<file path="config.mk">
export PLATFORM = sky130hd
export DESIGN_NAME = div_unit
export DESIGN_NICKNAME = d
export VERILOG_FILES = /design/src/rtl/div_pkg.sv /design/src/rtl/div_step_if.sv /design/src/rtl/div_ctrl.sv /design/src/rtl/div_fixup.sv /design/src/rtl/div_iter.sv /design/src/rtl/div_norm.sv /design/src/rtl/div_qsel.sv /design/src/rtl/div_unit.sv
export VERILOG_INCLUDE_DIRS = /design/src /design/src/rtl
export SDC_FILE = /design/constraint.sdc
export NUM_CORES = 2
export LEC_CHECK = 0
export BUFFER_PORTS_ARGS = -buffer_cell sky130_fd_sc_hd__buf_2
export CORE_ASPECT_RATIO = 0.9
export CORE_UTILIZATION = 33
export DETAILED_ROUTE_END_ITERATION = 7
export PLACE_DENSITY_LB_ADDON = 0.1
export SLEW_MARGIN = 25
export SYNTH_ARGS = -nofsm -noshare
export SYNTH_HDL_FRONTEND = slang
export SYNTH_SLANG_ARGS = --single-unit
</file>
<file path="constraint.sdc">
create_clock -name clk -period 7.2 [get_ports clk]
set_input_delay 0.72 -clock clk [delete_from_list [all_inputs] [get_ports clk]]
set_output_delay 0.72 -clock clk [all_outputs]
set_load 0.05 [all_outputs]
</file>
<file path="src/rtl/div_settings.svh">
`ifndef DIV_SETTINGS_SVH
`define DIV_SETTINGS_SVH

// datapath width
`define DIV_XLEN        32

// reorder buffer index, top bit is the wrap bit
`define DIV_ROB_WIDTH   6

`define DIV_PREG_WIDTH  6

// two quotient bits retire per step
`define DIV_STEPS       (`DIV_XLEN / 2)

`endif

</file>
<file path="src/rtl/div_pkg.sv">
`include "div_settings.svh"

package div_pkg;

    typedef enum logic [1:0] {
        DIV  = 2'd0,
        DIVU = 2'd1,
        REM  = 2'd2,
        REMU = 2'd3
    } div_op_e;

    typedef struct packed {
        logic [`DIV_ROB_WIDTH-1:0]  rob_idx;
        logic [`DIV_PREG_WIDTH-1:0] rd;
        logic                       we;
    } exe_status_t;

    typedef struct packed {
        logic                           is_signed;
        logic                           is_rem;
        logic                           zero;       // divisor is zero
        logic                           ovf;        // min / -1
        logic                           neg_q;
        logic                           neg_r;      // follows dividend sign
        logic [$clog2(`DIV_XLEN)-1:0]   lzc;
        logic [`DIV_XLEN-1:0]           src1;
    } div_info_t;

    // true when idx_a is younger than idx_b
    function automatic logic rob_younger(input logic [`DIV_ROB_WIDTH-1:0] idx_a,
                                         input logic [`DIV_ROB_WIDTH-1:0] idx_b);
        logic same_wrap;
        same_wrap = idx_a[`DIV_ROB_WIDTH-1] == idx_b[`DIV_ROB_WIDTH-1];
        if (same_wrap) begin
            return idx_a[`DIV_ROB_WIDTH-2:0] > idx_b[`DIV_ROB_WIDTH-2:0];
        end
        return idx_a[`DIV_ROB_WIDTH-2:0] < idx_b[`DIV_ROB_WIDTH-2:0];
    endfunction

endpackage

</file>
<file path="src/rtl/div_step_if.sv">
`include "div_settings.svh"

// iteration control from the controller to the recurrence
interface div_step_if;

    logic                           load;       // capture operands, clear quotient
    logic                           step;
    logic [$clog2(`DIV_STEPS)-1:0]  step_idx;   // digit position, counts down
    logic                           kill;

    modport ctrl (
        output load,
        output step,
        output step_idx,
        output kill
    );

    modport iter (
        input  load,
        input  step,
        input  step_idx,
        input  kill
    );

endinterface

</file>
<file path="src/rtl/div_ctrl.sv">
`include "div_settings.svh"

module div_ctrl (
    input  logic                        clk,
    input  logic                        rst,
    input  logic                        issue_i,
    input  div_pkg::div_info_t          info_i,
    input  div_pkg::exe_status_t        status_i,
    input  logic                        redirect_i,
    input  logic [`DIV_ROB_WIDTH-1:0]   redirect_idx_i,
    div_step_if.ctrl                    step,
    output logic                        ready_o,
    output div_pkg::div_info_t          info_o,
    output div_pkg::exe_status_t        status_o,
    output logic                        finish_o,
    output logic                        wakeup_o,
    output logic [`DIV_PREG_WIDTH-1:0]  wakeup_rd_o,
    output logic                        kill_o
);

    localparam int IDX_W = $clog2(`DIV_STEPS);
    localparam int CNT_W = IDX_W + 1;

    logic [CNT_W-1:0]       cnt;
    logic                   ready_q;
    logic                   finish_q;
    logic                   busy;
    logic                   accept;
    logic                   issue_killed;
    logic                   op_killed;
    div_pkg::div_info_t     info_q;
    div_pkg::exe_status_t   status_q;

    // **************************************************************************
    // redirect age checks
    // **************************************************************************
    assign issue_killed = redirect_i & div_pkg::rob_younger(status_i.rob_idx, redirect_idx_i);
    assign op_killed    = redirect_i & div_pkg::rob_younger(status_q.rob_idx, redirect_idx_i);

    assign busy   = cnt != '0;
    assign accept = issue_i & ready_q & ~issue_killed;

    assign step.load     = accept;
    assign step.step     = busy;
    assign step.step_idx = IDX_W'(cnt - 1'b1);
    assign step.kill     = busy & op_killed;

    // **************************************************************************
    // step counter and ready
    // **************************************************************************
    always_ff @(posedge clk or negedge rst) begin
        if (!rst) begin
            cnt      <= '0;
            ready_q  <= 1'b1;
            finish_q <= 1'b0;
            status_q <= '0;
        end else begin
            finish_q <= (cnt == CNT_W'(1)) & ~op_killed;
            if (accept) begin
                cnt      <= CNT_W'(`DIV_STEPS);
                ready_q  <= 1'b0;
                status_q <= status_i;
            end else if (step.kill) begin
                cnt     <= '0;
                ready_q <= 1'b1;
            end else begin
                if (busy) begin
                    cnt <= cnt - 1'b1;
                end
                if (finish_q) begin
                    ready_q <= 1'b1;    // free again with writeback
                end
            end
        end
    end

    always_ff @(posedge clk) begin
        if (accept) begin
            info_q <= info_i;
        end
    end

    assign ready_o     = ready_q;
    assign info_o      = info_q;
    assign status_o    = status_q;
    assign finish_o    = finish_q;
    assign wakeup_o    = finish_q & ~op_killed;    // one cycle ahead of wb
    assign wakeup_rd_o = status_q.rd;
    assign kill_o      = op_killed;

endmodule

</file>
<file path="src/rtl/div_fixup.sv">
`include "div_settings.svh"

module div_fixup (
    input  logic                        clk,
    input  logic                        rst,
    input  logic                        finish_i,
    input  logic                        kill_i,
    input  div_pkg::div_info_t          info_i,
    input  div_pkg::exe_status_t        status_i,
    input  logic [2*`DIV_XLEN:0]        pa_i,
    input  logic [`DIV_XLEN-1:0]        b_i,
    input  logic [`DIV_XLEN-1:0]        q_pos_i,
    input  logic [`DIV_XLEN-1:0]        q_neg_i,
    output logic                        wb_en_o,
    output logic                        wb_we_o,
    output logic [`DIV_PREG_WIDTH-1:0]  wb_rd_o,
    output logic [`DIV_ROB_WIDTH-1:0]   wb_rob_idx_o,
    output logic [`DIV_XLEN-1:0]        wb_data_o
);

    localparam int W     = `DIV_XLEN;
    localparam int LZC_W = $clog2(`DIV_XLEN);

    logic [2*W:0]   pa_fix;
    logic [W-1:0]   q_neg_fix;
    logic [W-1:0]   q_a;
    logic [W-1:0]   q_b;
    logic [W-1:0]   quo;
    logic [W-1:0]   rem_mag;
    logic [W-1:0]   rem;
    logic [W-1:0]   abs_src1;
    logic [W-1:0]   res;
    logic           wb_q;

    always_comb begin
        // negative final residual, add the divisor back
        if (pa_i[2*W]) begin
            pa_fix    = pa_i + {1'b0, b_i, {W{1'b0}}};
            q_neg_fix = q_neg_i + 1'b1;
        end else begin
            pa_fix    = pa_i;
            q_neg_fix = q_neg_i;
        end
        q_a      = info_i.neg_q ? q_neg_fix : q_pos_i;
        q_b      = info_i.neg_q ? q_pos_i : q_neg_fix;
        quo      = q_a - q_b;
        rem_mag  = pa_fix[2*W-1:W] >> info_i.lzc;
        rem      = info_i.neg_r ? -rem_mag : rem_mag;
        abs_src1 = (info_i.is_signed && info_i.src1[W-1]) ? -info_i.src1 : info_i.src1;
        // |divisor| of 1 needs a full 32 bit quotient, more than 16 digits hold
        if (info_i.lzc == LZC_W'(W - 1)) begin
            quo = info_i.neg_q ? -abs_src1 : abs_src1;
            rem = '0;
        end
        if (info_i.zero) begin
            quo = '1;
            rem = info_i.src1;
        end else if (info_i.ovf) begin
            quo = info_i.src1;
            rem = '0;
        end
        res = info_i.is_rem ? rem : quo;
    end

    always_ff @(posedge clk or negedge rst) begin
        if (!rst) begin
            wb_q <= 1'b0;
        end else begin
            wb_q <= finish_i & ~kill_i;
        end
    end

    always_ff @(posedge clk) begin
        if (finish_i) begin
            wb_data_o    <= res;
            wb_we_o      <= status_i.we;
            wb_rd_o      <= status_i.rd;
            wb_rob_idx_o <= status_i.rob_idx;
        end
    end

    assign wb_en_o = wb_q & ~kill_i;    // late redirect drops it

endmodule

</file>
<file path="src/rtl/div_iter.sv">
`include "div_settings.svh"

module div_iter (
    input  logic                    clk,
    input  logic                    rst,
    div_step_if.iter                step,
    input  logic [2*`DIV_XLEN:0]    pa_i,
    input  logic [`DIV_XLEN-1:0]    b_i,
    output logic [2*`DIV_XLEN:0]    pa_o,
    output logic [`DIV_XLEN-1:0]    b_o,
    output logic [`DIV_XLEN-1:0]    q_pos_o,
    output logic [`DIV_XLEN-1:0]    q_neg_o
);

    localparam int W = `DIV_XLEN;

    logic [2*W:0]       pa;
    logic [2*W:0]       pa_shift;
    logic [2*W:0]       pa_next;
    logic [2*W:0]       d1;
    logic [2*W:0]       d2;
    logic [W-1:0]       b;
    logic [W-1:0]       q_pos;
    logic [W-1:0]       q_neg;
    logic [W-1:0]       digit_w;
    logic [1:0]         mag;
    logic signed [2:0]  q;

    div_qsel u_qsel (
        .b_i (b[W-1 -: 4]),
        .p_i (pa[2*W -: 6]),
        .q_o (q)
    );

    always_comb begin
        pa_shift = pa << 2;
        d1       = {1'b0, b, {W{1'b0}}};
        d2       = {b, {(W + 1){1'b0}}};
        case (q)
            3'b110:  pa_next = pa_shift + d2;
            3'b111:  pa_next = pa_shift + d1;
            3'b001:  pa_next = pa_shift - d1;
            3'b010:  pa_next = pa_shift - d2;
            default: pa_next = pa_shift;
        endcase
        mag     = q[2] ? 2'(-q) : 2'(q);
        digit_w = W'(mag) << {step.step_idx, 1'b0};  // 4^idx
    end

    always_ff @(posedge clk) begin
        if (step.load) begin
            pa <= pa_i;
            b  <= b_i;
        end else if (step.step && !step.kill) begin
            pa <= pa_next;
        end
    end

    // digits split by sign, resolved in fixup
    always_ff @(posedge clk or negedge rst) begin
        if (!rst) begin
            q_pos <= '0;
            q_neg <= '0;
        end else if (step.load || step.kill) begin
            q_pos <= '0;
            q_neg <= '0;
        end else if (step.step) begin
            if (q[2]) begin
                q_neg <= q_neg + digit_w;
            end else begin
                q_pos <= q_pos + digit_w;
            end
        end
    end

    assign pa_o    = pa;
    assign b_o     = b;
    assign q_pos_o = q_pos;
    assign q_neg_o = q_neg;

endmodule

</file>
<file path="src/rtl/div_norm.sv">
`include "div_settings.svh"

module div_norm (
    input  div_pkg::div_op_e        op_i,
    input  logic [`DIV_XLEN-1:0]    rs1_i,
    input  logic [`DIV_XLEN-1:0]    rs2_i,
    output div_pkg::div_info_t      info_o,
    output logic [2*`DIV_XLEN:0]    pa_o,
    output logic [`DIV_XLEN-1:0]    b_o
);

    localparam int W     = `DIV_XLEN;
    localparam int LZC_W = $clog2(`DIV_XLEN);

    logic               is_signed;
    logic               sign_a;
    logic               sign_b;
    logic [W-1:0]       abs_a;
    logic [W-1:0]       abs_b;
    logic [LZC_W-1:0]   lzc;

    assign is_signed = (op_i == div_pkg::DIV) || (op_i == div_pkg::REM);
    assign sign_a    = is_signed & rs1_i[W-1];
    assign sign_b    = is_signed & rs2_i[W-1];
    assign abs_a     = sign_a ? -rs1_i : rs1_i;
    assign abs_b     = sign_b ? -rs2_i : rs2_i;

    // leading zeros of |divisor|, highest set bit wins
    always_comb begin
        lzc = '0;
        for (int i = 0; i < W; i++) begin
            if (abs_b[i]) begin
                lzc = LZC_W'(W - 1 - i);
            end
        end
    end

    // divisor msb lands on bit W-1
    assign pa_o = {{(W + 1){1'b0}}, abs_a} << lzc;
    assign b_o  = abs_b << lzc;

    assign info_o.is_signed = is_signed;
    assign info_o.is_rem    = (op_i == div_pkg::REM) || (op_i == div_pkg::REMU);
    assign info_o.zero      = rs2_i == '0;
    assign info_o.ovf       = is_signed && (rs1_i == {1'b1, {(W - 1){1'b0}}}) &&
                              (rs2_i == '1);
    assign info_o.neg_q     = sign_a ^ sign_b;
    assign info_o.neg_r     = sign_a;
    assign info_o.lzc       = lzc;
    assign info_o.src1      = rs1_i;

endmodule

</file>
<file path="src/rtl/div_qsel.sv">
// radix-4 digit select, p is the residual top 6 bits, b the divisor top 4
module div_qsel (
    input  logic [3:0]          b_i,
    input  logic signed [5:0]   p_i,
    output logic signed [2:0]   q_o
);

    logic signed [5:0] th_p2;   // lowest p giving +2
    logic signed [5:0] th_p1;
    logic signed [5:0] th_z;
    logic signed [5:0] th_n1;

    // **************************************************************************
    // thresholds per divisor prefix
    // **************************************************************************
    always_comb begin
        case (b_i)
            4'b1001: begin
                th_p2 = 6'sd7;
                th_p1 = 6'sd3;
                th_z  = -6'sd2;
                th_n1 = -6'sd7;
            end
            4'b1010: begin
                th_p2 = 6'sd8;
                th_p1 = 6'sd3;
                th_z  = -6'sd2;
                th_n1 = -6'sd8;
            end
            4'b1011: begin
                th_p2 = 6'sd9;
                th_p1 = 6'sd3;
                th_z  = -6'sd2;
                th_n1 = -6'sd8;
            end
            4'b1100: begin
                th_p2 = 6'sd10;
                th_p1 = 6'sd4;
                th_z  = -6'sd3;
                th_n1 = -6'sd9;
            end
            4'b1101: begin
                th_p2 = 6'sd10;
                th_p1 = 6'sd4;
                th_z  = -6'sd3;
                th_n1 = -6'sd10;
            end
            4'b1110: begin
                th_p2 = 6'sd11;
                th_p1 = 6'sd4;
                th_z  = -6'sd3;
                th_n1 = -6'sd10;
            end
            4'b1111: begin
                th_p2 = 6'sd12;
                th_p1 = 6'sd5;
                th_z  = -6'sd3;
                th_n1 = -6'sd11;
            end
            default: begin      // 1000, divisor is normalized
                th_p2 = 6'sd6;
                th_p1 = 6'sd2;
                th_z  = -6'sd2;
                th_n1 = -6'sd6;
            end
        endcase
    end

    always_comb begin
        if (p_i >= th_p2) begin
            q_o = 3'sd2;
        end else if (p_i >= th_p1) begin
            q_o = 3'sd1;
        end else if (p_i >= th_z) begin
            q_o = 3'sd0;
        end else if (p_i >= th_n1) begin
            q_o = -3'sd1;
        end else begin
            q_o = -3'sd2;
        end
    end

endmodule

</file>
<file path="src/rtl/div_unit.sv">
`include "div_settings.svh"

module div_unit (
    input  logic                        clk,
    input  logic                        rst,
    input  logic                        issue_i,
    input  div_pkg::div_op_e            op_i,
    input  logic [`DIV_XLEN-1:0]        rs1_i,
    input  logic [`DIV_XLEN-1:0]        rs2_i,
    input  logic [`DIV_ROB_WIDTH-1:0]   rob_idx_i,
    input  logic [`DIV_PREG_WIDTH-1:0]  rd_i,
    input  logic                        we_i,
    input  logic                        redirect_i,
    input  logic [`DIV_ROB_WIDTH-1:0]   redirect_idx_i,
    output logic                        ready_o,
    output logic                        wakeup_o,
    output logic [`DIV_PREG_WIDTH-1:0]  wakeup_rd_o,
    output logic                        wb_en_o,
    output logic                        wb_we_o,
    output logic [`DIV_PREG_WIDTH-1:0]  wb_rd_o,
    output logic [`DIV_ROB_WIDTH-1:0]   wb_rob_idx_o,
    output logic [`DIV_XLEN-1:0]        wb_data_o
);

    localparam int W = `DIV_XLEN;

    div_pkg::exe_status_t   status_in;
    div_pkg::exe_status_t   status_held;
    div_pkg::div_info_t     info_norm;
    div_pkg::div_info_t     info_held;
    logic [2*W:0]           pa_norm;
    logic [2*W:0]           pa_iter;
    logic [W-1:0]           b_norm;
    logic [W-1:0]           b_iter;
    logic [W-1:0]           q_pos;
    logic [W-1:0]           q_neg;
    logic                   finish;
    logic                   kill;

    div_step_if step_bus ();

    assign status_in.rob_idx = rob_idx_i;
    assign status_in.rd      = rd_i;
    assign status_in.we      = we_i;

    div_norm u_norm (
        .op_i   (op_i),
        .rs1_i  (rs1_i),
        .rs2_i  (rs2_i),
        .info_o (info_norm),
        .pa_o   (pa_norm),
        .b_o    (b_norm)
    );

    div_ctrl u_ctrl (
        .clk            (clk),
        .rst            (rst),
        .issue_i        (issue_i),
        .info_i         (info_norm),
        .status_i       (status_in),
        .redirect_i     (redirect_i),
        .redirect_idx_i (redirect_idx_i),
        .step           (step_bus.ctrl),
        .ready_o        (ready_o),
        .info_o         (info_held),
        .status_o       (status_held),
        .finish_o       (finish),
        .wakeup_o       (wakeup_o),
        .wakeup_rd_o    (wakeup_rd_o),
        .kill_o         (kill)
    );

    div_iter u_iter (
        .clk     (clk),
        .rst     (rst),
        .step    (step_bus.iter),
        .pa_i    (pa_norm),
        .b_i     (b_norm),
        .pa_o    (pa_iter),
        .b_o     (b_iter),
        .q_pos_o (q_pos),
        .q_neg_o (q_neg)
    );

    div_fixup u_fixup (
        .clk          (clk),
        .rst          (rst),
        .finish_i     (finish),
        .kill_i       (kill),
        .info_i       (info_held),
        .status_i     (status_held),
        .pa_i         (pa_iter),
        .b_i          (b_iter),
        .q_pos_i      (q_pos),
        .q_neg_i      (q_neg),
        .wb_en_o      (wb_en_o),
        .wb_we_o      (wb_we_o),
        .wb_rd_o      (wb_rd_o),
        .wb_rob_idx_o (wb_rob_idx_o),
        .wb_data_o    (wb_data_o)
    );

endmodule

</file>
==> flow_summary.toml <==
[run_status]
status = "completed"

[worst_setup_path]
timing.rr.start = "u_iter.b_o[29]"
worstPathArrival_ns = 7.29
critPathLaunchType = "flop"
regToRegSetupSlack_ns = 0.40
worst-setup-path-type = "flop to flop"
worst_path_max_delay_cell = "edfxtp_1"
critPathLaunch = "u_iter.b_o[29]"
slowest_delay_ns = 0.47
worstPathMaxFanout = 9
required_ns = 7.69
end_kind = "flop"

[die]
rows = 111
coreArea_um2 = 101700
die_h_um = 305.7
die-area_um2 = 103800
io_pins = 143
start_util = 0.3326
die_x_um = 339.4

[pwr]
p_per_area_nw_per_um2 = 528.2
peakVddDrop_mv = 0.2157
power.leakage_uw = 0.01535

[synthesis]
synth_edf_count = 185
seq_area_frac_synth = 0.2272
avgSynthCellArea_um2 = 7.699
synthesis.nets = 4707
ys_ff_latch = 270
netlist_area_um2 = 33810
syn_inst = 4392
yosysUniqueCellTypes = 102
synth_ff_type = "edfxtp_1"
async_flop_share = 0.3148
yosysWarnings = 0

[grt]
grt_pass1_vias = 31950
grt_pass1_wl_mm = 212.1
grt_usage = 0.2660
grt_max_degree = 78
grt_overflow_total = 0
antenna_found_initial = 12

[timing]
worst_pin_slew_ns = 1.042
fmaxAchievable_mhz = 147.0
maxSlewHeadroom = 0.2991
setup_viol = 0
finalHoldViolCount = 0
finClkSkew_ns = 0.04986
post-route-period-util = 0.9445
slew_viol_final = 0
rsz0062_at_grt = "no"
fin_ws_ns = 0.3993
setup_tns_ns = 0
period_minus_slack_ns = 6.801

[hold_path]
hold_class = "primary input to async pin"

[flow_run]
maxCapViolCount = 0

[placed_design]
portBuffers = 142
place_area_um2 = 36330
place_ws_ns = 0.1631
dp_hpwl_mm = 113.4
dpl.cell_count = 5778
gp_congestion = 0.9468

[detailed_routing]
drt_iter0_markers = 3426
highest_layer = "met5"
firstDrtPassIters = 5
via_count = 34890
routed_via_density = 5.965
routed_wl_mm = 142.4
wl_per_cell_um = 24.34
detail_route.drc_violations = 0
wl_met1_mm = 71.40
wl_met2_mm = 57.70
ant_nets = 0
routed-wl-met3_mm = 10.24

[cells_and_area]
drive_gt1_frac = 0.1042
stdcell_count = 5849
nets = 4778
design_area_um2 = 37710
syn2layout_area_growth_pct = 11.52
fin_util = 0.3709

[clock_network]
cts.sinks = 270
numCtsBuffers = 37
cts_hold_buf = 0
clk-insertion-delay-late_ns = 0.63
clock_tree.buffer_depth = 3
cts.htree.levels = 2
cts-root-buf = "clkbuf_16"
clkTransAtPathRegs_ns = 0.06
cts_tree = "built"
[cell usage after synthesis, types with 45 or more instances]
| master | count | area share |
|---|---|---|
| edfxtp_1 | 185 | 0.16 |
| xor2_1 | 140 | 0.036 |
| or3_1 | 53 | 0.0098 |
| nor3_1 | 133 | 0.020 |
| ha_1 | 220 | 0.081 |
| o21ai_0 | 309 | 0.046 |
| nand2_1 | 484 | 0.054 |
| a31oi_1 | 65 | 0.012 |
| xnor2_1 | 237 | 0.061 |
| mux2i_1 | 127 | 0.038 |
| a21oi_1 | 382 | 0.057 |
| inv_1 | 111 | 0.012 |
| and3_1 | 53 | 0.0098 |
| nand3_1 | 102 | 0.015 |
| dfrtp_1 | 84 | 0.062 |
| a211oi_1 | 68 | 0.015 |
| o211ai_1 | 45 | 0.010 |
| clkbuf_1 | 190 | 0.021 |
| a21o_1 | 55 | 0.012 |
| nand2b_1 | 47 | 0.0087 |
| a22o_1 | 70 | 0.018 |
| nor2_1 | 457 | 0.051 |
[flip-flops by register name (all words and copies together) (netlist names), 5 cells and up]
name / count
u_iter.pa_o: 65
u_ctrl.info_o: 43
u_fixup.wb_data_o: 32
u_iter.b_o: 32
u_iter.q_neg_o: 32
u_iter.q_pos_o: 32
u_ctrl.status_o: 7
u_ctrl.wakeup_rd_o: 6
u_fixup.wb_rd_o: 6
u_fixup.wb_rob_idx_o: 6
u_ctrl.cnt: 5
[where the power goes]
part	switching, µW	total (µW)	internal (µW)
combinational	9320	14800	5450
clock	826	2000	1180
sequential	688	3150	2460
total	10800	19900	9080
[layout make-up]
type	instances	area (µm²)
Fill cell	10780	63950
Multi-Input combinational cell	3764	24870
Sequential cell	270	7685
Timing Repair Buffer	272	1722
Tap cell	1356	1697
Clock buffer	41	940.9
Inverter	118	447.9
Clock inverter	27	349.1
Antenna cell	1	2.502
[metrics by stage]
step           total power (µW)  hold slack [ns]
6_report                  19920           0.1206
3_5_place_dp              17580           0.4357
4_1_cts                   19690           0.1221
3_3_place_gp              17670           0.4338
5_1_grt                   21310           0.1677
2_1_floorplan             13090           0.4244
[layout by cell type, fill, tap and decap left out, types with 26 or more instances in the layout]
cell type	n
nand2_1	482
nor2_1	450
a21oi_1	380
o21ai_0	307
xnor2_1	237
ha_1	220
edfxtp_1	185
buf_2	141
xor2_1	140
nor3_1	131
buf_4	129
mux2i_1	127
inv_1	108
nand3_1	101
dfrtp_1	83
a22o_1	70
a211oi_1	68
a31oi_1	65
a21o_1	55
or3_1	53
and3_1	53
nand2b_1	47
o211ai_1	45
and2_1	41
o21a_1	40
nand4_1	39
clkbuf_16	37
o22ai_1	35
nor2b_1	34
o31ai_1	34
a221oi_1	33
a22oi_1	32
mux2_2	28
or2_2	26
nor4_1	26
[critical path: cells and delay by family (launching register included)]
kind	cells	cell delay, ns
simple gates	8	1.45
flops	1	0.47
fa+ha+maj	2	0.51
buf+inv	1	0.21
compound gates	18	3.97
xor+xnor	1	0.09
[worst paths after layout]
path	to	cells past startpoint
max	u_iter.q_neg_o[29]	30
max in group asynchronous	u_ctrl.finish_o	2
min	u_iter.q_pos_o[19]	1
min in group clk	u_ctrl.wakeup_rd_o[5]	3
max reg2reg	u_iter.q_neg_o[29]	30
min reg2reg	u_fixup.wb_rob_idx_o[0]	0
[per-layer routing]
layer	global-route usage	vias to the layer above
met2	0.3786	1316
met3	0.03812	164
met1	0.4131	16800
li1	-	16590
met5	0	-
met4	0.06170	14
[repair_timing]
| action | CTS | global route |
|---|---|---|
| resized for setup | 0 | 12 |
| endpoints found under the setup margin | 0 | 17 |
| setup buffers | 0 | 1 |
[kinds of logic (layout without fill, tap and decap cells)]
logic type,after synthesis,count (layout),share of synthesized area
fa+ha+maj,227,227,0.08525
buf+inv,358,458,0.04148
flops,270,270,0.2272
simple gates,1553,1553,0.2145
other cells,0,1,0
xor+xnor,377,377,0.09765
mux,164,164,0.05291
compound gates,1443,1443,0.2810
(Power assumes the default switching activity.)
